## config.mk

```make
export PLATFORM = sky130hd
export DESIGN_NAME = adc_sample_packer
export DESIGN_NICKNAME = d
export VERILOG_FILES = /design/src/acq_pkg.sv /design/src/adc_sample_packer.sv
export SDC_FILE = /design/constraint.sdc
export NUM_CORES = 1
export LEC_CHECK = 0
export BUFFER_PORTS_ARGS = -buffer_cell sky130_fd_sc_hd__buf_4
export CORE_MARGIN = 2
export CORE_UTILIZATION = 50
export DETAILED_ROUTE_END_ITERATION = 7
export PLACE_DENSITY = 0.77
export SETUP_SLACK_MARGIN = 0.02
export SLEW_MARGIN = 20
export SYNTH_ARGS = -nofsm -noshare
export SYNTH_HDL_FRONTEND = slang
export SYNTH_SLANG_ARGS = --single-unit
```

## constraint.sdc

```tcl
create_clock -name clk250 -period 9.5 [get_ports clk250]
set_input_delay 0.95 -clock clk250 [delete_from_list [all_inputs] [get_ports clk250]]
set_output_delay 0.95 -clock clk250 [all_outputs]
set_load 0.03 [all_outputs]
```

## src/acq_pkg.sv

```systemverilog
package acq_pkg;

    localparam int sample_w          = 12;     // bits per adc sample
    localparam int samples_per_burst = 8;      // samples packed into one burst
    localparam int burst_w           = 128;    // payload bits per burst
    localparam int tag_w             = 4;      // word type tag

    typedef logic [tag_w-1:0] tag_t;
    localparam tag_t tag_header = 4'h1;        // fill header word
    localparam tag_t tag_data   = 4'h2;        // adc data word

    // header burst, first field sits at the top of the word
    typedef struct packed {
        logic [23:0] fill_num;                 // fill counter value at trigger
        logic [15:0] channel_tag;              // channel id from the host
        logic [1:0]  fill_type;                // {enable1, enable0}
        logic [10:0] num_bursts;               // data bursts that follow the header
        logic [74:0] pad;                      // zero
    } header_t;

    typedef struct packed {
        logic                ovr;              // over-range flag of this sample
        logic [2:0]          zero;
        logic [sample_w-1:0] sample;
    } adc_slot_t;

    typedef adc_slot_t [samples_per_burst-1:0] adc_burst_t;  // slot 0 oldest, low bits

    // one burst seen either as a header or as eight samples
    typedef union packed {
        header_t    hdr;
        adc_burst_t adc;
    } burst_payload_u;

    typedef struct packed {
        tag_t           tag;                   // says which view of payload applies
        burst_payload_u payload;
    } tagged_word_t;

endpackage

```

## src/adc_sample_packer.sv

```systemverilog
module adc_sample_packer import acq_pkg::*; (
    input  logic                clk250,
    input  logic                rst,
    input  logic [sample_w-1:0] adc_data,      // one sample per clock
    input  logic                adc_ovr,
    output adc_burst_t          burst_dat,     // held until the next group completes
    output logic                burst_valid
);

    localparam int cnt_w = $clog2(samples_per_burst);

    adc_slot_t        new_slot;                // incoming sample in slot format
    adc_burst_t       shift_q;                 // newest sample in the top slot
    adc_burst_t       shift_d;
    logic [cnt_w-1:0] sample_cnt;              // position within the group
    logic             group_end;

    assign new_slot  = '{ovr: adc_ovr, zero: 3'b000, sample: adc_data};
    assign shift_d   = {new_slot, shift_q[samples_per_burst-1:1]};  // older ones move down
    assign group_end = (sample_cnt == cnt_w'(samples_per_burst - 1));

    always_ff @(posedge clk250) begin
        shift_q <= shift_d;
        if (group_end)
            burst_dat <= shift_d;              // slot 0 now holds the first sample
    end

    always_ff @(posedge clk250) begin
        if (rst) begin
            sample_cnt  <= '0;
            burst_valid <= 1'b0;
        end else begin
            sample_cnt  <= sample_cnt + 1'b1;  // wraps mod 8
            burst_valid <= group_end;          // one cycle after the 8th sample
        end
    end

endmodule

```

# ---- Word level (Yosys, flattened, before mapping)
# Index checks and enable logic that the tools add are counted.
dict set report word_totals {
  reg_bits 199
  inputBits 15
  out_inout_bits 129
}
dict set report op_classes {
  n_addsub 1
  eq_ne 1
}
# cell count
set op_table {}
lappend op_table {{$add A3 B1 Y3 const B} 1}
lappend op_table {{$eq A3 B3 Y1 const B} 1}

# ---- Longest topological paths before layout
# Gate-level depths: netlist of the first run.
dict set report depth {
  ltp_word 1
  ltp_mapped 3
  mapped_depth_nobuf 3
}

# ---- Worst setup path after synthesis of the first run
# No wires, ideal clock.
dict set report synth_path {
  path_kind {register to register}
  from {register sample_cnt[0]}
  to {register burst_dat[0] (netlist bit), enable pin}
  setup_ps 475
  t_arrival_ps 2940
  setup_slack_ps 6085
  path_stages_with_launch 3
  n_path_buf 0
  period_less_slack_ps 3415
  path_cell_list {dfxtp_1 > ha_1 > ha_1}
}
dict set report synth_via {
  elab_chain_cells 1
}
# item line
set synth_lines {}
lappend synth_lines {{start, declared} adc_sample_packer.sv:15} ;# logic [cnt_w-1:0] sample_cnt;
lappend synth_lines {{start signal, assigned} adc_sample_packer.sv:33} ;# sample_cnt <= sample_cnt + 1'b1;
lappend synth_lines {{$eq A3 B3 Y1} adc_sample_packer.sv:20} ;# assign group_end = (sample_cnt == cnt_w'(samples_per_burst - 1));
lappend synth_lines {{end signal, assigned} adc_sample_packer.sv:25} ;# burst_dat <= shift_d;
lappend synth_lines {{end, declared} adc_sample_packer.sv:6} ;# output adc_burst_t burst_dat,
# Every way passes these cells.
# A chain may end at the register's enable or synchronous reset.

# ---- Worst setup path in the final report of the first run
dict set report layout_path {
  from {register sample_cnt[0]}
  to {register burst_dat[47] (netlist bit), enable pin}
}
# The elaborated chain is that of the path after synthesis.

==> results of run 1 <==
-- worst register-to-register path, stage by stage, from the launching register on --
cell and delay (ps):
dfxtp_1 350, ha_1 220, ha_4 570, buf_4 730
-- power breakdown --
group / total, mW / switching [mW] / internal (mW)
clock: 0.629 / 0.283 / 0.345
combinational: 0.0267 / 0.0199 / 0.00679
sequential: 0.937 / 0.00994 / 0.927
total: 1.59 / 0.313 / 1.28
-- kinds of logic (layout without fill, tap and decap cells) --
group	count (synthesis)	in the layout	share of synthesized area
fa+ha+maj	3	3	0.00712
buf+inv	24	152	0.0342
flops	199	199	0.954
other cells	1	24	0.000712
simple gates	4	4	0.00427
-- flip-flops by register name, summed over array words and instances, names as in the netlist --
name,flops
sample_cnt,3
shift_d,91
burst_valid,1
burst_dat,104
-- synthesized netlist by cell type --
cell type,instances
conb_1,1
nor2_1,1
dfxtp_1,95
ha_1,3
nor2b_1,3
edfxtp_1,104
buf_4,24
-- layout make-up --
cell class                      count  area (µm²)  area share
Clock buffer                       19         422      0.0621
Clock inverter                     13         106      0.0157
Multi-Input combinational cell     31         163      0.0240
Sequential cell                   199        5020       0.740
Tap cell                          136         170      0.0251
Timing Repair Buffer              120         901       0.133
-- worst paths after layout --
kind                               startpoint            end  slack, ps  cells past startpoint
worst min-delay path             shift_d[103]    shift_d[87]        340                      0
worst max-delay path            sample_cnt[0]  burst_dat[47]       7240                      3
worst max register to register  sample_cnt[0]  burst_dat[47]       7240                      3
worst min register to register   shift_d[103]    shift_d[87]        340                      0
-- through the flow --
| stage | total power [mW] | worst slack (ps) | area, µm² | instances | utilization |
|---|---|---|---|---|---|
| after floorplan | 0.978 | 6090 | 5360 | 254 | - |
| after global placement | 0.980 | 7320 | 6260 | 486 | 0.609 |
| after detailed placement | 0.983 | 7230 | 6260 | 486 | 0.609 |
| after CTS | 1.61 | 7210 | 6790 | 518 | 0.660 |
| after global routing | 1.64 | 7090 | 6790 | 518 | 0.660 |
| final | 1.59 | 7240 | 6790 | 518 | 0.660 |
-- per-layer routing --
metal,part of all wire,GRT usage,vias up
li1,-,-,1050
met1,0.38,0.141,1047
met2,0.54,0.242,71
met3,0.058,0.0517,11
met4,0.020,0.0779,0
met5,0,0,-
==> results.sh, run 1 <==
export IMPL_pin_count=144
export IMPL_synth_cell_types=7
export IMPL_peakVddDrop_mv=0.115
export IMPL_slew_violations=0
export IMPL_core_mm2=0.0103
export IMPL_syn_cell_area_mm2=0.00527
export IMPL_clk_pin_slew_ps=70
export IMPL_arrival_ps=2410
export IMPL_dieWidth_um=107
export IMPL_relSlewSlack=0.525
export IMPL_clk_latency_ps=520
export IMPL_cts_tree="built"
export IMPL_holdBufCountCts=0
export IMPL_grtUsageTotal=0.138
export IMPL_vias_per_cell=4.21
export IMPL_crit_family="adder cells"
export IMPL_crit_path_max_fanout=56
export IMPL_layout_common_cells="buf_4, edfxtp_1, dfxtp_1"
export IMPL_initial_core_util=0.513
export IMPL_dieArea_mm2=0.0114
export IMPL_firstDrtPassIters=4
export IMPL_synth_seq_area_share=0.954
export IMPL_overflow=0
export IMPL_maxCapViolCount=0
export IMPL_setup_tns_ps=0
export IMPL_cts_max_level=4
export IMPL_drive_gt1_frac=0.393
export IMPL_critPathMaxStageDelay_ps=710
export IMPL_post_cts_buffers=0
export IMPL_fmax_mhz=443
export IMPL_path_class="reg -> reg"
export IMPL_areaGrowthSynthToFinish_pct=28.8
export IMPL_gp_congestion=0.715
export IMPL_finalHoldViolCount=0
export IMPL_rsz0062_at_grt="no"
export IMPL_drc_errors=0
export IMPL_wirelength_um=7410
export IMPL_synth_top_area_share=0.593
export IMPL_finClkSkew_ps=7.24
export IMPL_fp_row_count=37
export IMPL_final_common_cell="buf_4"
export IMPL_status="completed"
export IMPL_diodes=0
export IMPL_crit_chain="ha_1 -> ha_4 -> buf_4"
export IMPL_hold_ws_ps=340
export IMPL_grt_pass1_wl_um=11200
export IMPL_power_density_mw_per_mm2=235
export IMPL_synth_area_per_cell_um2=22.8
export IMPL_power_leakage_nw=2.68
export IMPL_synth_seq_cells=199
export IMPL_die_h_um=107
export IMPL_crit_buf_inv=1
export IMPL_ctsResizeCount=0
export IMPL_wl_per_cell_um=14.3
export IMPL_synth_cells=231
export IMPL_required_ps=9650
export IMPL_portBuffers=119
export IMPL_clockBufferDepth=2
export IMPL_min_period_ps=2260
export IMPL_cts_sinks=199
export IMPL_synth_area_top_cells="edfxtp_1, dfxtp_1, buf_4"
export IMPL_synth_area_leader_cell="edfxtp_1"
export IMPL_postRouteAntennaNets=0
export IMPL_crit_path_top_delay_cell="buf_4"
export IMPL_dp_hpwl_um=4840
export IMPL_cp_start_kind="register"
export IMPL_via_count=2179
export IMPL_cp_end_kind="register"
export IMPL_grt_pass1_vias=2174
export IMPL_fillers=708
export IMPL_setup_violations_final=0
export IMPL_root_buffer="clkbuf_8"
export IMPL_grt_max_degree=57
export IMPL_antenna_found_initial=0
export IMPL_fin_nets=387
export IMPL_tightestPinTransition_ps=712
export IMPL_yosys_warnings=0
export IMPL_cts_buffers=17
export IMPL_drtIter0Drc=110
export IMPL_fin_crit_sh=0.237
export IMPL_hold_class="reg -> reg"
(Power assumes the default switching activity.)
==> inputs of run 2 (changes only) <==
ABC_AREA = 1   (was not set)
CORE_UTILIZATION = 45   (was 50)
PLACE_DENSITY = 0.73   (was 0.77)
clock period = 1.85 ns   (was 9.5 ns; I/O delays follow)
==> results.sh, run 2 <==
export IMPL_die_h_um=112
export IMPL_hold_class="reg -> reg"
export IMPL_layout_common_cells="buf_4, edfxtp_1, dfxtp_1"
export IMPL_peakVddDrop_mv=0.568
export IMPL_grt_pass1_wl_um=11300
export IMPL_hold_path_startpoint="shift_d[83]"
export IMPL_initial_core_util=0.462
export IMPL_synth_seq_cells=199
export IMPL_pin_count=144
export IMPL_cts_max_level=4
export IMPL_fmax_mhz=685
export IMPL_wl_per_cell_um=13.8
export IMPL_grt_pass1_vias=2162
export IMPL_cts_tree="built"
export IMPL_internal_power_mw=6.75
export IMPL_finClkSkew_ps=8.86
export IMPL_core_mm2=0.0114
export IMPL_crit_start="sample_cnt[0]"
export IMPL_synth_area_per_cell_um2=22.5
export IMPL_switching_share=0.203
export IMPL_dieArea_mm2=0.0126
export IMPL_fin_util=0.620
export IMPL_areaGrowthSynthToFinish_pct=34.3
export IMPL_root_buffer="clkbuf_16"
export IMPL_min_path_cells=0
export IMPL_synth_area_leader_cell="edfxtp_1"
export IMPL_fin_nets=409
export IMPL_power_leakage_nw=2.81
export IMPL_power_density_mw_per_mm2=1200
export IMPL_clockBufferDepth=2
export IMPL_portBuffers=119
export IMPL_fp_row_count=39
export IMPL_wirelength_um=7530
export IMPL_gp_congestion=0.714
export IMPL_setup_violations_final=0
export IMPL_crit_path_max_fanout=24
export IMPL_path_class="reg -> reg"
export IMPL_synth_cells=234
export IMPL_cts_buffers=17
export IMPL_post_cts_buffers=0
export IMPL_cts_sinks=199
export IMPL_async_reset_ff_frac=0
export IMPL_p_total_mw=8.47
export IMPL_r2r_cells=3
export IMPL_min_period_ps=1460
export IMPL_drc_errors=0
export IMPL_holdBufCountCts=14
export IMPL_power_frac_comb=0.020
export IMPL_syn_cell_area_mm2=0.00527
export IMPL_r2r_end="burst_dat[43]"
export IMPL_vias_per_cell=4.10
export IMPL_r2r_setup_slack_ps=390
export IMPL_finalHoldViolCount=0
export IMPL_antenna_found_initial=0
export IMPL_synth_area_top_cells="edfxtp_1, dfxtp_1, buf_4"
export IMPL_overflow=0
export IMPL_drtIter0Drc=147
export IMPL_synth_edf_count=104
export IMPL_synthFlopType="edfxtp_1"
export IMPL_hold_path_end="shift_d[67]"
export IMPL_setup_tns_ps=0
export IMPL_largest_register="burst_dat"
export IMPL_maxCapViolCount=0
export IMPL_yosys_warnings=0
export IMPL_via_count=2240
export IMPL_dp_hpwl_um=5110
export IMPL_cp_end_kind="register"
export IMPL_drive_gt1_frac=0.391
export IMPL_rr_startpoint="sample_cnt[0]"
export IMPL_synthMostInstantiatedCell="edfxtp_1"
export IMPL_slew_violations=0
export IMPL_clkPwrFrac=0.412
export IMPL_status="completed"
export IMPL_grtUsageTotal=0.122
export IMPL_postRouteAntennaNets=0
export IMPL_synth_common_cells="edfxtp_1, dfxtp_1, buf_4"
export IMPL_largest_reg_flops=104
export IMPL_synth_seq_area_share=0.953
export IMPL_cp_start_kind="register"
export IMPL_ctsResizeCount=0
export IMPL_clk_pin_slew_ps=70
export IMPL_synth_cell_types=7
export IMPL_arrival_ps=1570
export IMPL_hold_ws_ps=343
export IMPL_grt_max_degree=25
export IMPL_power_switching_mw=1.72
export IMPL_pwr_share_seq=0.568
export IMPL_firstDrtPassIters=4
export IMPL_required_ps=1960
export IMPL_clk_latency_ps=410
export IMPL_diodes=0
export IMPL_synth_top_area_share=0.592
export IMPL_final_common_cell="buf_4"
export IMPL_dieWidth_um=112
export IMPL_rsz0062_at_grt="no"
export IMPL_fin_crit_sh=0.789
run 2: changes by cell type in the layout (fill, tap and decap cells not counted), moves of 2 or more:
cell	delta
dlygate4sd3_1	+14
buf_12	+4
clkinv_2	-3
clkinv_4	+3
inv_1	+3
inv_8	+3
nor2_1	+3
nor2b_1	-3
clkbuf_1	-2
clkinvlp_4	-2
run 2: layer usage:
metal	part of all wire	vias to the layer above	GRT usage
li1	-	1095	-
met5	0	-	0
met2	0.53	70	0.200
met1	0.41	1067	0.143
met4	0.013	0	0.0512
met3	0.050	8	0.0491
run 2: power groups by stage:
stage               logic, mW  clock network (mW)  registers (mW)
global placement        0.141                   0            4.90
floorplan               0.116                   0            4.91
detailed placement      0.144                   0            4.91
CTS                     0.168                3.56            4.81
global route            0.178                3.74            4.82
finish                  0.167                3.49            4.81
run 2: logic make-up after synthesis:
kind of cell	synth area share
buffers and inverters	0.0363
AND/OR/NAND/NOR	0.00285
adder cells (fa/ha/maj)	0.00712
flip-flops	0.953
other	0.000711
run 2: how the worst max path moves through the flow:
stage          cells past startpoint  slack (ps)            end
2_1_floorplan                      2         110   burst_dat[0]
3_3_place_gp                       3         420  burst_dat[15]
3_5_place_dp                       3         370   burst_dat[7]
4_1_cts                            3         360  burst_dat[43]
5_1_grt                            3         280  burst_dat[43]
6_report                           3         390  burst_dat[43]
run 2: per-stage QoR:
stage / instance area, µm² / setup WS (ps) / std cells
2_1_floorplan: 5370 / 113 / 257
3_3_place_gp: 6360 / 424 / 501
3_5_place_dp: 6360 / 368 / 501
4_1_cts: 7080 / 360 / 547
5_1_grt: 7080 / 280 / 547
6_report: 7080 / 390 / 547
run 2: final cells by class:
| type | instances | area (µm²) |
|---|---|---|
| tap | 143 | 179 |
| clock buffer | 18 | 439 |
| sequential | 199 | 5020 |
| inverter | 3 | 11.3 |
| multi-input combinational | 31 | 155 |
| timing repair buffer | 139 | 1130 |
| clock inverter | 14 | 141 |
| fill | 825 | 4340 |
run 2: critical path, cell delays in order (launching register included):
cell     delay, ps
dfxtp_1        340
ha_1           220
ha_4           360
buf_12         230
