--- config.mk ---
export PLATFORM = sky130hd
export DESIGN_NAME = ddr3_wr_ctrl
export DESIGN_NICKNAME = d
export VERILOG_FILES = /design/src/acq_pkg.sv /design/src/mem_pkg.sv /design/src/ddr3_wr_ctrl.sv
export SDC_FILE = /design/constraint.sdc
export NUM_CORES = 1
export LEC_CHECK = 0
export BUFFER_PORTS_ARGS = -buffer_cell sky130_fd_sc_hd__buf_2
export CAP_MARGIN = 0
export CORE_ASPECT_RATIO = 1.5
export CORE_MARGIN = 4
export CORE_UTILIZATION = 30
export CTS_CLUSTER_DIAMETER = 40
export DETAILED_ROUTE_END_ITERATION = 12
export PLACE_DENSITY = 0.55
export SYNTH_ARGS = -nofsm -noshare
export SYNTH_HDL_FRONTEND = slang
export SYNTH_SLANG_ARGS = --single-unit
--- constraint.sdc ---
create_clock -name clk250 -period 6 [get_ports clk250]
set_input_delay 1.2 -clock clk250 [delete_from_list [all_inputs] [get_ports clk250]]
set_output_delay 1.2 -clock clk250 [all_outputs]
set_load 0.02 [all_outputs]
--- src/acq_pkg.sv ---
package acq_pkg;

    localparam int sample_w          = 12;     // bits per adc sample
    localparam int samples_per_burst = 8;      // samples packed into one burst
    localparam int burst_w           = 128;    // payload bits per burst
    localparam int tag_w             = 4;      // word type tag

    typedef logic [tag_w-1:0] tag_t;
    localparam tag_t tag_header = 4'h1;        // fill header word
    localparam tag_t tag_data   = 4'h2;        // adc data word

    // header burst, first field sits at the top of the word
    typedef struct packed {
        logic [23:0] fill_num;                 // fill counter value at trigger
        logic [15:0] channel_tag;              // channel id from the host
        logic [1:0]  fill_type;                // {enable1, enable0}
        logic [10:0] num_bursts;               // data bursts that follow the header
        logic [74:0] pad;                      // zero
    } header_t;

    typedef struct packed {
        logic                ovr;              // over-range flag of this sample
        logic [2:0]          zero;
        logic [sample_w-1:0] sample;
    } adc_slot_t;

    typedef adc_slot_t [samples_per_burst-1:0] adc_burst_t;  // slot 0 oldest, low bits

    // one burst seen either as a header or as eight samples
    typedef union packed {
        header_t    hdr;
        adc_burst_t adc;
    } burst_payload_u;

    typedef struct packed {
        tag_t           tag;                   // says which view of payload applies
        burst_payload_u payload;
    } tagged_word_t;

endpackage

--- src/mem_pkg.sv ---
package mem_pkg;

    localparam int burst_addr_w = 11;   // burst address into the store
    localparam int burst_cnt_w  = 12;   // bursts per read request, a full store fits

endpackage

--- src/ddr3_wr_ctrl.sv ---
module ddr3_wr_ctrl import acq_pkg::*; import mem_pkg::*; (
    input  logic                    clk250,
    input  logic                    rst,
    input  tagged_word_t            fifo_dout,
    input  logic                    fifo_empty,
    output logic                    fifo_rd_en,
    output logic                    mem_wr_en,
    output logic [burst_addr_w-1:0] mem_wr_addr,
    output logic [burst_w-1:0]      mem_wr_dat,
    output logic                    wr_done    // one cycle after the last data write
);

    logic                    is_header;
    logic                    is_data;
    logic [burst_addr_w-1:0] next_addr;
    logic [burst_addr_w-1:0] expect_cnt;       // data words in this fill
    logic                    last_q;           // last data word is being written

    assign fifo_rd_en = !fifo_empty;           // drain every cycle
    assign is_header  = (fifo_dout.tag == tag_header);
    assign is_data    = (fifo_dout.tag == tag_data);
    assign next_addr  = mem_wr_addr + 1'b1;

    always_ff @(posedge clk250) begin
        if (fifo_rd_en)
            mem_wr_dat <= fifo_dout.payload;   // tag stripped
    end

    always_ff @(posedge clk250) begin
        if (rst) begin
            mem_wr_en   <= 1'b0;
            mem_wr_addr <= '0;
            expect_cnt  <= '0;
            last_q      <= 1'b0;
            wr_done     <= 1'b0;
        end else begin
            mem_wr_en <= fifo_rd_en && (is_header || is_data);
            wr_done   <= last_q;
            last_q    <= 1'b0;
            if (fifo_rd_en && is_header) begin
                mem_wr_addr <= '0;             // header lands at address 0
                expect_cnt  <= fifo_dout.payload.hdr.num_bursts;
            end else if (fifo_rd_en && is_data) begin
                mem_wr_addr <= next_addr;      // data word k at address k
                last_q      <= (next_addr == expect_cnt);
            end
        end
    end

endmodule

### Word level (Yosys, flattened, before mapping)

Cells that the tools add are included.

| word-level totals | value |
|---|---|
| register bits | 153 |
| word-level logic and storage cells | 18 |

| cells by class | value |
|---|---|
| add/sub/neg operators | 1 |
| eq/ne operators | 3 |
| bitwise logic cells | 1 |
| reductions and logical operators | 7 |

Operator list:

| operator | count |
|---|---|
| $add 11x1->11 const B | 1 |
| $eq 11x11->1 | 1 |
| $eq 4x1->1 const B | 1 |
| $eq 4x2->1 const B | 1 |
| $logic_and 1x1->1 | 3 |
| $reduce_or 3->1 | 1 |
| $reduce_or 2->1 | 1 |
| $logic_not 1->1 | 1 |
| $logic_or 1x1->1 | 1 |
| $not 1->1 | 1 |

### Longest topological paths before layout

Gate-level depths: netlist of run 1.

| depth | value |
|---|---|
| depth after elaboration | 4 |
| mapped depth | 6 |

### Worst setup path before layout of run 1

Ideal clock, no wire load.

| path | value |
|---|---|
| path type | input port to output port |
| from | input fifo_empty |
| to | output fifo_rd_en |
| arrival | 3.784 ns |
| slack | 1.016 ns |
| stages on the path | 1 |
| path buffers | 0 |
| cell sequence | inv_1 |

| between the ends | value |
|---|---|
| cells in the longest elaborated chain, start to end | 1 |

Ends and longest elaborated chain:

| what | line | RTL |
|---|---|---|
| start, declared | ddr3_wr_ctrl.sv:5 | `input logic fifo_empty,` |
| $logic_not 1->1 | ddr3_wr_ctrl.sv:19 | `assign fifo_rd_en = !fifo_empty;` |
| end, declared | ddr3_wr_ctrl.sv:6 | `output logic fifo_rd_en,` |

Every way passes these cells.

### Final worst setup path of run 1

Ends and elaborated chain as after synthesis.

==> results of run 1 <==
==> cell families after synthesis <==
| family | count (synthesis) | synth area share |
|---|---|---|
| flops | 153 | 0.849 |
| simple gates | 56 | 0.0575 |
| xor+xnor | 23 | 0.0394 |
| buf+inv | 14 | 0.0120 |
| mux | 13 | 0.0257 |
| compound gates | 11 | 0.0139 |
| fa+ha+maj | 1 | 0.00245 |
==> cells in the mapped netlist <==
cell type and number:
inv_1 8, dfxtp_1 25, edfxtp_1 128, buf_2 1, mux2i_1 12, nor4_1 4
nand2_2 1, a31o_2 1, o22ai_1 1, nor3_2 1, nand3b_2 1, nor2_1 23
buf_4 2, nand2_1 4, o21a_1 1, ha_1 1, o311a_1 1, mux2_2 1
xnor2_1 18, nand4_1 6, a21oi_1 4, nor3b_1 1, or2_2 1, or4_1 1
o311ai_0 1, nor3_1 5, nor4_2 2, nand3_1 5, clkbuf_1 3, xor2_1 5
nor2b_1 1, o21ai_0 2
==> area by class of cell <==
cell class | instances | area, µm² | share of cell area
well taps | 210 | 263 | 0.0360
repair buffers | 277 | 1390 | 0.190
multi-input cells | 104 | 711 | 0.0973
clock inverters | 14 | 134 | 0.0183
clock buffers | 17 | 425 | 0.0583
flip-flops and latches | 153 | 4340 | 0.595
diodes | 1 | 2.50 | 0.000343
inverters | 8 | 32.5 | 0.00446
==> how the worst max path moves through the flow <==
| stage | end | slack [ps] | cells after the start |
|---|---|---|---|
| floorplan | fifo_rd_en | 1020 | 1 |
| detailed placement | fifo_rd_en | 2810 | 3 |
| finish | fifo_rd_en | 2820 | 3 |
| global route | fifo_rd_en | 2750 | 3 |
| global placement | fifo_rd_en | 2850 | 3 |
| CTS | fifo_rd_en | 2810 | 3 |
==> routing by layer <==
layer | GRT usage | part of all wire | up-vias
li1 | - | - | 1594
met1 | 0.142 | 0.34 | 1633
met2 | 0.256 | 0.54 | 159
met3 | 0.0439 | 0.089 | 21
met4 | 0.0599 | 0.028 | 0
met5 | 0 | 0 | -
==> registers in the layout, indices dropped and copies added, names as in the netlist <==
signal and cells:
wr_done 1, expect_cnt 11, mem_wr_dat 128, mem_wr_addr 11, mem_wr_en 1, last_q 1
==> power groups by stage <==
stage / clock [mW] / sequential [mW] / combinational (mW)
after floorplan: 0 / 1.37 / 0.0209
after CTS: 1.05 / 1.25 / 0.242
after detailed placement: 0 / 1.27 / 0.241
after global placement: 0 / 1.27 / 0.239
after global routing: 1.10 / 1.26 / 0.252
final: 1.02 / 1.25 / 0.237
==> layout by cell type (no fill, tap or decap), types with 2 or more instances in the layout <==
cell,n
mux2i_1,12
xor2_1,5
xnor2_1,18
nand3_1,5
inv_6,8
inv_1,7
nor3_1,5
nor4_2,2
nand2_1,4
nor4_1,4
nor2_1,23
dfxtp_1,25
nand4_1,6
clkbuf_16,17
a21oi_1,4
edfxtp_1,128
o21ai_0,2
buf_2,276
clkinvlp_4,4
==> impl_results.md, run 1 <==
* Status: finished, final reports clean
* Hold depth at 1
* Cell Chain, Critical Path: buf_2, inv_4, buf_2
* Crit-path max FO at 41
* R2r startpoint: mem_wr_addr[0]
* Placed cells at 752
* Minimum clock period at 3180 ps
* Max-cap viol count at 0
* IO Pins at 277
* Clk Latency, worst-skew pair at 410 ps
* Post-route cell area at 0.00730 mm²
* Initial Util at 0.305
* Core area at 0.0168 mm²
* 1st-iter DRT viols at 169
* Unrepaired setup endpoints after global routing: false
* Drt drc at 0
* H-tree Lvls at 4
* CP endpoint kind: output port
* Dpl cell area at 0.00674 mm²
* Layout fillers at 1,581
* Post-Synthesis Cells at 271
* Die height at 168 µm
* Hpwl dp at 10.5 mm
* Slew HR at 0.237
* Layout Utilization at 0.436
* Largest net degree at the start of global routing at 90
* Yosys top cell by area: edfxtp_1
* Top delay family on crit path: buffers and inverters
* Nets at 697
* Fin crit share at 0.529
* YS warnings at 0
* Sink of the worst hold path: wr_done
* Area Overhead vs Synth at 42.7%
* FF-to-FF End: last_q
* ANT nets after route at 0
* Hold Crit Class: reg2reg
* CTS Buf Count at 17
* R2R depth at 6
* Worst path slowest cell: inv_4
* Post-synth top area share at 0.751
* Vias at 3,407
* Worst setup SP type: input pin
* Synth area leaders: edfxtp_1 (75%), dfxtp_1 (9.8%), xnor2_1 (3.1%)
* Slew @ Worst Pin at 1140 ps
* Initial antenna violation count at 1
* Fin Clk Skew at 6.40 ps
* Wirelength, routed at 13.7 mm
* Die area at 0.0193 mm²
* Internal at 1.89 mW
* Sequential element share of the synthesized area at 0.849
* Mapped Nets at 407
* Hold Worst Slack at 467 ps
* First-pass GRT wire length at 20.4 mm
* Worst EP required at 4800 ps
* Worst-path clk slew at 60 ps
* Fin cells at 784
* Sw frac at 0.246
* Final Worst Setup Slack at 2820 ps
* Post-synthesis cell type count at 32
* Clock group share of total power at 0.407
* Peak VDD IR at 169 µV
* DP Worst Slack at 2810 ps
* Logic pwr share at 0.095
* Post-cts resize count at 0
* Worst Setup Path Type: in2out
* Total power per unit cell area at 343 mW/mm²
* Clk root buf: clkbuf_16
* Setup TNS at 0 ps
* Buf/Inv on CP at 3
* Total global routing track utilization at 0.139
* Port buffer count at 276
* Hold Buf Count CTS at 0
* Fin. Hold Viols at 0
* FF+latch count, synth at 153
* Remaining Overflow, GRT at 0
* Vias in the first global route at 3,638
* WL/cell at 17.5 µm
* Max Slew Vio Count at 0
* Hold Startpoint: last_q
* Sequential power share at 0.499
* Drt first pass iters at 4
* Routability cong. at 0.790
* Power Total at 2.51 mW
* Crit path launch: fifo_empty
* CTS tree: done
* Via density at 4.35
* Most used cell, CP: buf_2
* Switching power at 618 µW
* Setup Fix Bufs, Post-CTS at 0
* Crit path DAT at 1980 ps
* Max Root-Sink Buffers at 2
* Post-synthesis cell area at 0.00512 mm²
* R2r setup slk at 4070 ps
* Die W at 115 µm
* Sink Count at 153
* Final setup viols at 0
* P_leak at 3.11 nW
* Row count at 58
* Worst stage delay on the critical path at 380 ps
* Layout cell share with drive strength beyond 1 at 0.551
* FMAX at 315 MHz
* Post-Syn Area per Cell at 18.9 µm²
No activity file was read; power rests on OpenSTA's default activity.
==> run 2: changes to the inputs <==
ABC_AREA = 1   (was unset)
PLACE_DENSITY = 0.54   (was 0.55)
clock period = 3.3 ns   (was 6 ns; I/O delays follow)
==> run 2 against run 1 <==
Highest routed layer is now met5. Via count rose by 6.9%. Hold slack lost 50 ps. Critical path depth is 1 higher. Combinational power rose by 90%. Register-to-register slack worse by 2400 ps. Die area grew 1.1%. Design area rose by 2.3%. Clock skew shrank 1.3 ps. Count of clock-buffer cells in the layout increased by 1. Synthesized cell count grew 20%. Synthesized area grew 1.1%.
==> impl_results.md, run 2 <==
* Status: finished, final reports clean
* Layout fillers at 1,603
* Total global routing track utilization at 0.141
* Layout Utilization at 0.443
* Regs by FF count: mem_wr_dat x128, expect_cnt x11, mem_wr_addr x11
* Post-synthesis cell type count at 24
* Prevailing post-synth register cell: edfxtp_1
* Slew HR at 0.651
* Mapped Nets at 460
* Worst Setup Path Type: in2out
* Largest net degree at the start of global routing at 93
* Slew @ Worst Pin at 524 ps
* Unrepaired setup endpoints after global routing: false
* Hold Buf Count CTS at 0
* Nets at 754
* CP endpoint kind: output port
* H-tree Lvls at 4
* Sequential element share of the synthesized area at 0.840
* Leading cell type by number of instances after synthesis: edfxtp_1
* Drt drc at 0
* Setup TNS at 0 ps
* Hpwl dp at 10.9 mm
* Max Root-Sink Buffers at 2
* IO Pins at 277
* Row count at 58
* Max-cap viol count at 0
* Worst setup SP type: input pin
* Most common cell after layout, fill and taps aside: buf_2
* Largest Register: mem_wr_dat
* Post-Synthesis Cells at 324
* Worst EP required at 2640 ps
* Drt first pass iters at 4
* Wirelength, routed at 14.0 mm
* Hold Crit Class: in2reg
* Crit-path max FO at 37
* Routability cong. at 0.799
* Post-synthesis cell area at 0.00517 mm²
* FMAX at 447 MHz
* Antenna cells at 0
* CTS Buf Count at 17
* Post-cts resize count at 0
* Crit path DAT at 1580 ps
* ANT nets after route at 0
* Die height at 169 µm
* Minimum clock period at 2240 ps
* Die W at 115 µm
* Peak VDD IR at 366 µV
* Area Overhead vs Synth at 44.3%
* Setup Fix Bufs, Post-CTS at 0
* Max reg flops at 128
* Fin. Hold Viols at 0
* Vias at 3,641
* Die area at 0.0195 mm²
* CTS tree: done
* Yosys top cell by area: edfxtp_1
* WL/cell at 16.6 µm
* R2r setup slk at 1690 ps
* First-pass GRT wire length at 20.7 mm
* Fin Clk Skew at 5.14 ps
* Initial Util at 0.307
* Post-synth EDFFs at 128
* Commonest cells after routing, fill and taps aside: buf_2 (276), edfxtp_1 (128), nand2_1 (36)
* Clk root buf: clkbuf_16
* P_leak at 3.23 nW
* Post-synth top area share at 0.743
* Sink Count at 153
* Initial antenna violation count at 5
* Fin crit share at 0.678
* FF+latch count, synth at 153
* YS warnings at 0
* Remaining Overflow, GRT at 0
* Synth area leaders: edfxtp_1 (74%), dfxtp_1 (9.7%), nand2_1 (2.7%)
* Core area at 0.0168 mm²
* Vias in the first global route at 3,933
* Clk Latency, worst-skew pair at 410 ps
* Power Total at 4.77 mW
* Final setup viols at 0
* Post-synth ARST share at 0
* Port buffer count at 276
* Total power per unit cell area at 639 mW/mm²
* Worst-path clk slew at 60 ps
* Post-Syn Area per Cell at 16.0 µm²
* 1st-iter DRT viols at 142
* Max Slew Vio Count at 0
* Most frequent cells after synthesis: edfxtp_1 (128), nand2_1 (37), inv_1 (32), dfxtp_1 (25), nand3_1 (22)
* Via density at 4.33
* Layout cell share with drive strength beyond 1 at 0.507
[run 2: cell types whose count changed after synthesis, sizes merged, moves of 3 or more]
cell,before,now
mux2i,12,0
inv,8,32
nor3,6,0
xnor2,18,1
nand3,5,22
o21ai,2,20
a21oi,4,14
o211ai,0,3
nand4,6,1
nor4,6,0
nand2,5,41
[run 2: worst max-delay path: stages]
cell and delay, ps:
buf_2 110, clkinvlp_4 110, buf_4 430, buf_2 250
[run 2: where the power goes]
group	total, mW	switching, mW	internal, mW
Clock	2.04	0.768	1.27
Sequential	2.28	0.0385	2.24
Combinational	0.451	0.297	0.154
[run 2: cell type report]
| class | count | area [µm²] | area share |
|---|---|---|---|
| clock inverters | 14 | 194 | 0.0260 |
| repair buffers | 279 | 1420 | 0.190 |
| inverters | 34 | 131 | 0.0176 |
| clock buffers | 18 | 429 | 0.0575 |
| flip-flops and latches | 153 | 4340 | 0.582 |
| well taps | 210 | 263 | 0.0352 |
| multi-input cells | 133 | 688 | 0.0922 |
[run 2: cell families (layout without fill, tap and decap cells)]
| family | after synthesis | after routing | share of synthesized area |
|---|---|---|---|
| adder cells (fa/ha/maj) | 1 | 1 | 0.00242 |
| AND/OR/NAND/NOR | 85 | 85 | 0.0747 |
| XOR/XNOR | 5 | 5 | 0.0114 |
| AO/OA/AOI/OAI | 42 | 42 | 0.0440 |
| buffers and inverters | 38 | 345 | 0.0278 |
| flip-flops | 153 | 153 | 0.840 |
[run 2: final timing paths]
check,startpoint,to,cells past startpoint
max,fifo_empty,fifo_rd_en,4
min reg2reg,last_q,wr_done,2
min,fifo_dout[116],mem_wr_dat[116],1
max reg2reg,mem_wr_addr[0],last_q,11
[run 2: routing by layer]
layer / track usage / part of all wire
met5: 0 / 0.0037
met4: 0.0516 / 0.017
met3: 0.0665 / 0.095
met2: 0.251 / 0.54
met1: 0.141 / 0.35
[run 2: stage by stage]
step           setup WS (ps)  hold slack [ps]  cells  area [µm²]
2_1_floorplan           -114              388    324        5180
3_3_place_gp            1080              423    809        6840
3_5_place_dp            1050              408    809        6840
4_1_cts                 1050              389    841        7470
5_1_grt                 1000              387    841        7470
6_report                1060              417    841        7470
