--- config.mk ---
export PLATFORM = sky130hd
export DESIGN_NAME = fill_acq_ctrl
export DESIGN_NICKNAME = d
export VERILOG_FILES = /design/src/acq_pkg.sv /design/src/fill_acq_ctrl.sv
export SDC_FILE = /design/constraint.sdc
export NUM_CORES = 1
export LEC_CHECK = 0
export BUFFER_PORTS_ARGS = -buffer_cell sky130_fd_sc_hd__buf_2
export CORE_AREA = 2 2 135 137
export DETAILED_ROUTE_END_ITERATION = 10
export DIE_AREA = 0 0 137 139
export GPL_ROUTABILITY_DRIVEN = 0
export PLACE_DENSITY = 0.72
export SETUP_SLACK_MARGIN = 0.2
export SLEW_MARGIN = 20
export SYNTH_ARGS = -nofsm -noshare
export SYNTH_HDL_FRONTEND = slang
export SYNTH_SLANG_ARGS = --single-unit
--- constraint.sdc ---
create_clock -name clk250 -period 4.85 [get_ports clk250]
set_input_delay 0.97 -clock clk250 [delete_from_list [all_inputs] [get_ports clk250]]
set_output_delay 0.97 -clock clk250 [all_outputs]
set_load 0.005 [all_outputs]
--- src/acq_pkg.sv ---
package acq_pkg;

    localparam int sample_w          = 12;     // bits per adc sample
    localparam int samples_per_burst = 8;      // samples packed into one burst
    localparam int burst_w           = 128;    // payload bits per burst
    localparam int tag_w             = 4;      // word type tag

    typedef logic [tag_w-1:0] tag_t;
    localparam tag_t tag_header = 4'h1;        // fill header word
    localparam tag_t tag_data   = 4'h2;        // adc data word

    // header burst, first field sits at the top of the word
    typedef struct packed {
        logic [23:0] fill_num;                 // fill counter value at trigger
        logic [15:0] channel_tag;              // channel id from the host
        logic [1:0]  fill_type;                // {enable1, enable0}
        logic [10:0] num_bursts;               // data bursts that follow the header
        logic [74:0] pad;                      // zero
    } header_t;

    typedef struct packed {
        logic                ovr;              // over-range flag of this sample
        logic [2:0]          zero;
        logic [sample_w-1:0] sample;
    } adc_slot_t;

    typedef adc_slot_t [samples_per_burst-1:0] adc_burst_t;  // slot 0 oldest, low bits

    // one burst seen either as a header or as eight samples
    typedef union packed {
        header_t    hdr;
        adc_burst_t adc;
    } burst_payload_u;

    typedef struct packed {
        tag_t           tag;                   // says which view of payload applies
        burst_payload_u payload;
    } tagged_word_t;

endpackage

--- src/fill_acq_ctrl.sv ---
module fill_acq_ctrl import acq_pkg::*; (
    input  logic         clk250,
    input  logic         rst,
    input  adc_burst_t   burst_dat,            // stable for 8 cycles after burst_valid
    input  logic         burst_valid,
    input  logic         acq_trig,
    input  logic         acq_enable0,
    input  logic         acq_enable1,
    input  logic [23:0]  initial_fill_num,
    input  logic         initial_fill_num_wr,
    input  logic [15:0]  channel_tag,
    input  logic [10:0]  async_num_bursts,
    input  logic         wr_done,              // writer stored the last data word
    output tagged_word_t fifo_din,
    output logic         fifo_wr_en,
    output logic [23:0]  fill_num,
    output logic         acq_done,
    output logic         acq_idle
);

    localparam logic [2:0] st_idle      = 3'd0;
    localparam logic [2:0] st_armed     = 3'd1;
    localparam logic [2:0] st_header    = 3'd2;
    localparam logic [2:0] st_data      = 3'd3;
    localparam logic [2:0] st_wait_done = 3'd4;

    logic [2:0]  state;
    logic        arm;                          // enabled trigger seen in idle
    logic [1:0]  fill_type_q;
    logic [15:0] channel_tag_q;
    logic [10:0] num_bursts_q;
    logic [10:0] burst_cnt;                    // data words written this fill
    header_t     hdr;

    assign acq_idle = (state == st_idle);
    assign arm      = acq_idle && acq_trig && (acq_enable0 || acq_enable1);

    always_comb begin
        hdr             = '0;
        hdr.fill_num    = fill_num;            // value before the increment
        hdr.channel_tag = channel_tag_q;
        hdr.fill_type   = fill_type_q;
        hdr.num_bursts  = num_bursts_q;
    end

    //////////////////////////////////////////////////////////////////////
    // fill settings and the word toward the FIFO

    always_ff @(posedge clk250) begin
        if (arm) begin
            fill_type_q   <= {acq_enable1, acq_enable0};  // latched at the trigger
            channel_tag_q <= channel_tag;
            num_bursts_q  <= async_num_bursts;
        end
        if (state == st_armed) begin
            fifo_din.tag         <= tag_header;
            fifo_din.payload.hdr <= hdr;
        end else begin
            fifo_din.tag         <= tag_data;
            fifo_din.payload.adc <= burst_dat;  // header state reuses the trigger burst
        end
    end

    //////////////////////////////////////////////////////////////////////
    // fill FSM

    always_ff @(posedge clk250) begin
        if (rst) begin
            state      <= st_idle;
            fifo_wr_en <= 1'b0;
            acq_done   <= 1'b0;
            fill_num   <= '0;
            burst_cnt  <= '0;
        end else begin
            fifo_wr_en <= 1'b0;
            acq_done   <= 1'b0;
            if (initial_fill_num_wr)
                fill_num <= initial_fill_num;
            case (state)
                st_idle: begin
                    if (arm)
                        state <= st_armed;
                end
                st_armed: begin
                    if (burst_valid) begin
                        fifo_wr_en <= 1'b1;     // header word
                        state      <= st_header;
                    end
                end
                st_header: begin
                    fifo_wr_en <= 1'b1;         // same burst as data word 1
                    burst_cnt  <= 11'd1;
                    state      <= (num_bursts_q == 11'd1) ? st_wait_done : st_data;
                end
                st_data: begin
                    if (burst_valid) begin
                        fifo_wr_en <= 1'b1;
                        burst_cnt  <= burst_cnt + 11'd1;
                        if (burst_cnt + 11'd1 == num_bursts_q)
                            state <= st_wait_done;
                    end
                end
                st_wait_done: begin
                    if (wr_done) begin
                        acq_done <= 1'b1;
                        fill_num <= fill_num + 24'd1;  // wins over a host write
                        state    <= st_idle;
                    end
                end
                default: state <= st_idle;
            endcase
        end
    end

endmodule

======== Word level (Yosys, flattened, before mapping) ========
Index checks and enable logic that the tools add are counted.
storage, ports and cells
  bits in latches ......................... 0
  memories ................................ 0
  memory bits (read-only) ................. 0
  register bits ........................... 201
  memory bits (writable) .................. 0
  input port bits ......................... 187
  output and inout bits ................... 159
operators by class
  multipliers ............................. 0
  divide/modulo/power cells ............... 0
  $add $sub $neg .......................... 2
  $lt $le $gt $ge ......................... 0
  reduce and logical (&&, ||, !) cells .... 9
  shifts and indexed selects .............. 0
  multiplexer cells ....................... 16
  bitwise logic cells ..................... 1
  equality and inequality tests ........... 11
operator list
  cell                                                                    number
  130-bit two-way mux                                                     1
  24-bit two-way mux                                                      3
  24-bit by 1-bit adder with 24-bit output, second input constant         1
  11-bit case mux with 2 select lines                                     1
  3-bit two-way mux                                                       6
  3-bit case mux with 5 select lines                                      1
  11-bit by 1-bit adder with 11-bit output, second input constant         1
  11-bit by 1-bit equality test with 1-bit output, second input constant  1
  11-bit equality test                                                    1
  11-bit two-way mux                                                      1
  2-bit != test, second input constant                                    4
  3-bit by 2-bit equality test with 1-bit output, second input constant   2
  5-bit AND reduction                                                     1
  2-bit OR reduction                                                      2
  3-bit by 1-bit equality test with 1-bit output, second input constant   1
  3-bit equality test, second input constant                              1
  3-bit logical NOT                                                       1
  1-bit logical AND                                                       2
  1-bit two-way mux                                                       2
  2-bit by 1-bit != test with 1-bit output, second input constant         1
  1-bit case mux with 2 select lines                                      1
  2-bit AND reduction                                                     1
  2-bit nonzero test                                                      1
  1-bit logical OR                                                        1
  1-bit NOT                                                               1

======== Depth between registers and ports, before layout ========
Gate-level depths: netlist (run 1).
  word-level depth ........................ 5
  gate-level depth with buffers ........... 8
  gate-level depth less buffers ........... 7

======== Worst setup path before layout (run 1) ========
Ideal clock, no wire load.
  path kind ............................... input -> register
  start point ............................. input port acq_enable1
  end point ............................... register channel_tag_q[0] (enable)
  library setup time ...................... 0.488 ns
  stages on the path ...................... 2
  data required time ...................... 4.362 ns
  setup slack ............................. 0.474 ns
  arrival ................................. 3.887 ns
  buffers on the path ..................... 0
  cells stage by stage .................... o21ai_0 -> nor4_1
on the way
  word-level cells in the longest chain between the ends .. 2
RTL lines
  item                  line                 RTL
  from (decl)           fill_acq_ctrl.sv:8   input logic acq_enable1,
  1-bit logical OR      fill_acq_ctrl.sv:36  assign arm = acq_idle && acq_trig && (acq_enable0 || acq_enable1);
  1-bit logical AND     fill_acq_ctrl.sv:36
  via arm               fill_acq_ctrl.sv:28  logic arm;
  to (signal assigned)  fill_acq_ctrl.sv:52  channel_tag_q <= channel_tag;
  to (decl)             fill_acq_ctrl.sv:30  logic [15:0] channel_tag_q;
The timed path passes the listed nets, and every way through them passes these cells.
A chain may end at the register's enable or synchronous reset.

======== Worst setup path after layout (run 1) ========
  start point ............................. input port acq_enable1
  end point ............................... register state[0]
on the way
  word-level cells in the longest chain between the ends .. 4
RTL lines
  item                                                       line                 RTL
  1-bit logical OR                                           fill_acq_ctrl.sv:36
  1-bit logical AND                                          fill_acq_ctrl.sv:36
  2-bit by 1-bit != test with 1-bit output (no source line)  -
  5-bit AND reduction (no source line)                       -
  to (signal assigned)                                       fill_acq_ctrl.sv:69  state <= st_idle;
  to (signal assigned)                                       fill_acq_ctrl.sv:82  state <= st_armed;
  to (signal assigned)                                       fill_acq_ctrl.sv:87  state <= st_header;
  to (decl)                                                  fill_acq_ctrl.sv:27  logic [2:0] state;
Every way passes these cells.

==> results of run 1 <==
## layer usage
metal	up-vias	track usage (%)
li1	2866	-
met4	2	6.782
met5	-	0
met3	26	6.031
met1	2679	24.62
met2	232	33.07
## per-stage QoR
stage / cells / instance area, um^2 / worst slack [ns] / util [%]
6_report: 1206 / 9654 / 2.226 / 54.68
5_1_grt: 1206 / 9654 / 2.085 / 54.68
3_3_place_gp: 1173 / 9007 / 1.811 / 51.01
4_1_cts: 1205 / 9652 / 2.242 / 54.66
2_1_floorplan: 630 / 7113 / 0.4745 / -
3_5_place_dp: 1173 / 9007 / 1.782 / 51.01
## cell usage in the layout (no fill, tap or decap), types with 3 or more instances in the layout
cell type / n
and2_1: 3
nor4_1: 9
nand4_1: 4
dfxtp_1: 170
edfxtp_1: 29
a211oi_1: 10
xor2_1: 5
a21oi_1: 28
inv_1: 5
nor3_1: 15
buf_4: 5
nand2b_1: 6
a22oi_1: 4
nor2b_1: 77
mux2_2: 56
nand2_1: 26
xnor2_1: 7
nand3_1: 16
o211ai_1: 3
nor2_1: 41
or3_1: 3
inv_8: 5
o21ai_0: 20
a31oi_1: 3
clkinv_4: 3
clkbuf_16: 18
a221oi_1: 3
a2111oi_0: 4
or2_2: 4
a311oi_1: 5
buf_2: 343
o21a_1: 3
and3_1: 6
## kinds of logic after synthesis
logic type | after synthesis | synth area share (%)
and+or+nand+nor | 226 | 17.93
DFF | 199 | 60.12
AOI/OAI and AO/OA | 93 | 8.448
muxes | 57 | 9.011
buffers and inverters | 39 | 2.605
xor gates and xnor gates | 12 | 1.478
adders and majority gates | 2 | 0.3519
other | 1 | 0.05275
## synth_stat cells (5+ instances only)
cell,n,share of area [%]
dfxtp_1,170,48
nand2b_1,6,0.53
a21oi_1,28,2.0
nand2_1,26,1.4
a211oi_1,10,1.1
nor2b_1,77,6.8
nor2_1,42,2.2
nor4_1,10,0.88
a311oi_1,5,0.62
clkbuf_1,19,1.0
mux2_2,56,8.9
inv_1,5,0.26
nand3_1,16,1.1
xnor2_1,7,0.86
xor2_1,5,0.62
edfxtp_1,29,12
o21ai_0,20,1.4
and3_1,6,0.53
buf_1,5,0.26
nor3_1,15,1.1
## worst max path at each step
stage / from / endpoint / slack (ns) / cells past startpoint
after floorplan: acq_enable1 / channel_tag_q[0] / 0.47 / 2
after global placement: acq_enable1 / state[0] / 1.81 / 7
final: acq_enable1 / state[0] / 2.23 / 7
after global routing: state[0] / fill_num[17] / 2.08 / 6
after detailed placement: acq_enable1 / state[0] / 1.78 / 7
after CTS: acq_enable1 / state[0] / 2.24 / 7
## state kept, by name, summed over array words and instances, names as in the netlist, 2 cells and up
| register | count |
|---|---|
| state | 3 |
| fill_type_q | 2 |
| burst_cnt | 11 |
| fill_num | 24 |
| fifo_din | 130 |
| channel_tag_q | 16 |
| num_bursts_q | 11 |
## layout make-up
class | instances | area, um^2
Inverter | 5 | 18.77
Clock inverter | 13 | 180.2
Fill cell | 1594 | 8003
Multi-Input combinational cell | 392 | 2674
Sequential cell | 199 | 4274
Antenna cell | 1 | 2.502
Tap cell | 229 | 286.5
Timing Repair Buffer | 348 | 1754
Clock buffer | 19 | 464.2
## power breakdown
part / switching (W) / total [W] / internal (W)
Clock: 0.000672 / 0.00151 / 0.000834
Combinational: 0.000578 / 0.00116 / 0.000579
Sequential: 0.000165 / 0.00228 / 0.00211
Total: 0.00141 / 0.00494 / 0.00352
==> summary.txt, run 1 <==
Routing
  – Highest routed metal layer: met5
  – Drt via density: between 4 and 5
  – Routed len/inst: approximately 16 um
  – Routed Antenna Nets: 0
  – Violation count after the first detailed-route iteration: 271
  – First-pass iteration count of the detailed router: 4
  – Met2 Routed Length: approximately 9400 um
  – WL met3: 1480 um
  – Vias: 5805
  – Detailed-route DRC error count: 0
  – Met1 Routed Length: ~8100 um
  – Drt total wl: approximately 19000 um

Timing
  – Final hold vios: 0
  – TNS Setup: 0 ns
  – Clock skew: approximately 0.012 ns
  – Final Slew Violations: 0
  – Worst rel slew slack: ~44%
  – RSZ-0062 raised after global routing: false
  – Fmax: between 300 and 400 MHz
  – WHS: between 0.4 and 0.5 ns
  – Worst-margin pin slew: between 0.8 and 0.9 ns
  – Fin crit period: ~2.6 ns
  – Final setup fails: 0
  – Crit share post-route: between 50% and 60%

Final layout
  – Area Growth Syn to Fin: 35.80%
  – Layout cells sized above 1: approximately 46%
  – Final #Nets: 1152

Synthesis
  – Register bit count reported by yosys: roughly 200
  – Primary FF master, synth: dfxtp_1
  – Post-synthesis sequential area ratio: approximately 60%
  – Avg Cell Area, Syn: roughly 11 um^2
  – Async SR Flop Fraction: 0%
  – Post-synthesis cell area: ~7100 um^2
  – Synth Instances: 629
  – Number of synthesized flops with an enable pin: 29
  – Post-synthesis cell type count: 57
  – Synth warn: 0

Critical path
  – Cells on worst reg2reg path: 7
  – R2R setup slack: between 2 and 2.5 ns
  – CP dominant cell by count: o21ai_0
  – Slowest stage cell on the critical path: o21ai_0
  – Crit path DAT: 2.93 ns
  – Crit-path cells: buf_2 -> o21ai_0 -> a21oi_1 -> o21ai_0 -> a2111oi_2 -> a31oi_1 -> mux2_2
  – CP startpoint kind: input pin
  – FF-to-FF Start: burst_cnt[0]
  – Slowest stage delay, CP: about 0.65 ns
  – CP delay by family, top: compound AO/OA/AOI/OAI gates
  – Setup crit end kind: flop
  – Critical path buffers and inverters: 1
  – Crit Path Max Fanout: 3
  – Crit Reg-Reg Endpoint: state[0]
  – WS Path Type: input pin to flop
  – Crit path required time: approximately 5.2 ns

GRT
  – Initial antenna violation count: 3
  – Largest net degree at the start of global routing: 66
  – Vias in the first global route: 5654
  – GRT Residual Overflow: 0
  – Gr usage total: about 20%
  – Global-route wire length before repair: about 29000 um

CTS
  – CTS tree: built
  – Clk_lat worst skew: about 0.43 ns
  – TritonCTS buffer count: 17
  – H-tree Lvls: 4
  – Post_cts resized: 0
  – Clock Tree Root: clkbuf_16
  – Post-CTS Setup Repair Bufs: 0
  – Reg clk slew, reported paths: 0.08 ns
  – Clock Tree Buf Depth: 2
  – # hold bufs at CTS: 0
  – Total clock sinks: 199

Place
  – Port Buffers: ~340
  – DPL Wire Length: 14630 um

Floorplanning
  – Initial core utilization: between 40% and 50%
  – Die height: about 140 um
  – Die width: roughly 140 um
  – Die area: between 15000 and 20000 um^2
  – Core ar.: around 18000 um^2
  – Rows: just under 50
  – Boundary Pins: ~350

Power
  – Leakage: around 4.4 nW
  – Total power after layout: slightly below 0.005 W
  – Max IR drop VDD: between 0.2 and 0.3 mV
  – PD cells: a little over 500 nW/um^2

Hold path
  – HP Class: flop to flop
  – Hold-critical path depth: 1
  – WHS Endpoint: fifo_din[90]
  – Hold_sp: channel_tag_q[2]

Flow run
  – MaxCap Viol Count: 0

Run status
  – Status: finished clean
No activity file was read; power rests on OpenSTA's default activity.
==> run 2: changes to the inputs <==
- CORE_AREA: 2 2 135 137 -> not set
- CORE_UTILIZATION: not set -> 41
- DIE_AREA: 0 0 137 139 -> not set
- PLACE_DENSITY: 0.72 -> 0.75
- clock period: 4.85 -> 2.1 ns (I/O delays scaled with it)
==> summary.txt, run 2 (synthesis results as in run 1) <==
CTS
  – Reg clk slew, reported paths: 0.08 ns (about the same)
  – Clock Tree Root: clkbuf_16
  – TritonCTS buffer count: 17 (unchanged)
  – H-tree Lvls: 4 (unchanged)
  – Clock Tree Buf Depth: 2 (unchanged)
  – CTS tree: built
  – # hold bufs at CTS: 0 (unchanged)
  – Total clock sinks: 199 (unchanged)
  – Clk_lat worst skew: 0.43 ns (about the same)

Hold path
  – HP Class: input pin to flop

Critical path
  – Slowest stage delay, CP: 0.40 ns (-0.25 ns)
  – CP Launch Point: burst_cnt[1]
  – WS Path Type: flop to flop
  – Crit path DAT: 2.27 ns (-0.66 ns)
  – CP endpoint: state[0]
  – R2R setup slack: 0.15 ns (-2.17 ns)
  – Setup crit end kind: flop
  – Crit-path cells: ha_4 -> and3_4 -> nand2b_4 -> xnor2_2 -> a2111oi_2 -> a31oi_2 -> mux2_2
  – Crit Reg-Reg Endpoint: state[0]
  – CP startpoint kind: flop
  – Crit path required time: 2.41 ns (-2.75 ns)
  – Cells on worst reg2reg path: 7 (unchanged)
  – Slowest stage cell on the critical path: a2111oi_2
  – FF-to-FF Start: burst_cnt[1]
  – Crit Path Max Fanout: 6 (+3)

Power
  – Sequential power share: 44.9% (-1.2 points)
  – PD cells: 1157 nW/um^2 (+130%)
  – Internal cell power: 0.008184 W (+130%)
  – Net Sw Power: 0.003370 W (+140%)
  – Max IR drop VDD: 0.6834 mV (+160%)
  – Combinational power share: 25.5% (+2.1 points)
  – Clock power share: 29.6% (-0.9 points)
  – Leakage: 4.511 nW (+3.6%)
  – Total power after layout: 0.01155 W (+130%)
  – Switching Fraction: 29.17% (+0.53 points)

Floorplanning
  – Die height: 133.7 um (-3.8%)
  – Boundary Pins: 346 (unchanged)
  – Die width: 133.7 um (-2.4%)
  – Die area: 17870 um^2 (-6.2%)
  – Rows: 47 (-4.1%)
  – Core ar.: 16760 um^2 (-5.1%)
  – Initial core utilization: 42.42% (+2.2 points)

Routing
  – Detailed-route DRC error count: 0 (unchanged)
  – Vias: 5962 (+2.7%)
  – First-pass iteration count of the detailed router: 4 (unchanged)
  – Drt via density: 4.891 (+1.6%)
  – Routed len/inst: 16.01 um (-0.79%)
  – Violation count after the first detailed-route iteration: 352 (+30%)
  – Routed Antenna Nets: 0 (unchanged)
  – Drt total wl: 19510 um (+0.28%)

Flow run
  – MaxCap Viol Count: 0 (unchanged)

Timing
  – Final Slew Violations: 0 (unchanged)
  – RSZ-0062 raised after global routing: true
  – Worst-margin pin slew: 0.5277 ns (-0.2970 ns)
  – Fmax: 511.6 MHz
  – Worst rel slew slack: 64.82% (+20 points)
  – Fin crit period: 1.955 ns
  – Crit share post-route: ~93%
  – Clock skew: 0.01914 ns (+0.007342 ns)
  – Final setup fails: 0 (unchanged)
  – Final hold vios: 0 (unchanged)
  – TNS Setup: 0 ns (unchanged)

Final layout
  – Final #Nets: 1175 (+2.0%)
  – # fillers: 1450 (-9.0%)
  – Most frequent cells in the layout: buf_2, dfxtp_1, nor2b_1
  – Antenna fix cells: 0 (-1)
  – Max reg flops: 130 (unchanged)
  – Finished Cell Area: 9983 um^2 (+3.4%)
  – Area Growth Syn to Fin: 40.43%
  – Largest Register: fifo_din
  – Top flop regs: fifo_din x130, fill_num x24, channel_tag_q x16
  – Non-filler instance count after layout: 1219 (+1.1%)
  – Commonest non-fill, non-tap cell in the layout: buf_2
  – Layout cells sized above 1: 50.05% (+3.8 points)

GRT
  – Vias in the first global route: 5955 (+5.3%)
  – Global-route wire length before repair: 29980 um (+1.8%)
  – GRT Residual Overflow: 0 (unchanged)
  – Initial antenna violation count: 0 (-3)
  – Largest net degree at the start of global routing: 73 (+11%)
  – Gr usage total: 21.72% (+1.7 points)

Place
  – DPL Wire Length: 14550 um (-0.61%)
  – Placed cell count: 1182 (+0.77%)
  – Dpl cell area: 9214 um^2 (+2.3%)
  – Port Buffers: 343 (unchanged)

Run status
  – Status: finished clean
==> run 2: routing by layer <==
layer | up-vias | global-route usage (%) | routed length [um]
li1 | 2927 | - | -
met1 | 2783 | 24.72 | 7919
met2 | 230 | 38.31 | 9907
met3 | 22 | 7.078 | 1405
met4 | 0 | 6.944 | 280
met5 | - | 0 | 0
==> run 2: how the worst min path moves through the flow <==
stage	from	to	slack (ns)	cells past startpoint
after detailed placement	channel_tag_q[2]	fifo_din[90]	0.46	1
final	channel_tag[14]	channel_tag_q[14]	0.16	1
after CTS	channel_tag[14]	channel_tag_q[14]	0.14	1
after floorplan	channel_tag_q[12]	fifo_din[100]	0.45	1
after global placement	channel_tag_q[1]	fifo_din[89]	0.45	1
after global routing	channel_tag[0]	channel_tag_q[0]	0.14	1
==> run 2: what timing repair did <==
| item | 4_1_cts | 5_1_grt |
|---|---|---|
| setup buffers | 3 | 2 |
| pin swaps | 3 | 6 |
| gates resized for setup | 10 | 16 |
| endpoints found under the setup margin | 13 | 18 |
| cloned | 0 | 0 |
| hold endpoints to repair | 0 | 0 |
==> run 2: power by group through the flow <==
stage | registers (W) | clock network (W) | logic [W]
finish | 0.00519 | 0.00342 | 0.00295
global route | 0.00528 | 0.00364 | 0.00322
CTS | 0.00520 | 0.00350 | 0.00295
detailed placement | 0.00527 | 0 | 0.00293
global placement | 0.00524 | 0 | 0.00290
floorplan | 0.00540 | 0 | 0.00130
==> run 2: layout make-up <==
type                    instances  area (um^2)  area share (%)
well taps                     220        275.3           2.757
repair buffers                371         1964           19.68
clock buffers                  17        425.4           4.261
clock inverters                15        207.7           2.080
multi-input cells             392         2803           28.07
inverters                       5        18.77          0.1880
flip-flops and latches        199         4289           42.96
==> run 2: worst max-delay path, delay by kind of cell (launching register included) <==
| family | cells | cell delay (ns) |
|---|---|---|
| compound gates | 2 | 0.57 |
| xor+xnor | 1 | 0.14 |
| fa+ha+maj | 1 | 0.17 |
| flops | 1 | 0.38 |
| mux | 1 | 0.29 |
| simple gates | 2 | 0.30 |
==> run 2: through the flow <==
step,worst slack (ns),utilization (%),hold slack (ns)
finish,0.1452,59.57,0.1585
global route,0.04600,59.57,0.1364
CTS,0.1312,59.12,0.1382
detailed placement,0.02863,54.98,0.4565
global placement,0.08304,54.98,0.4490
floorplan,0.1466,-,0.4478
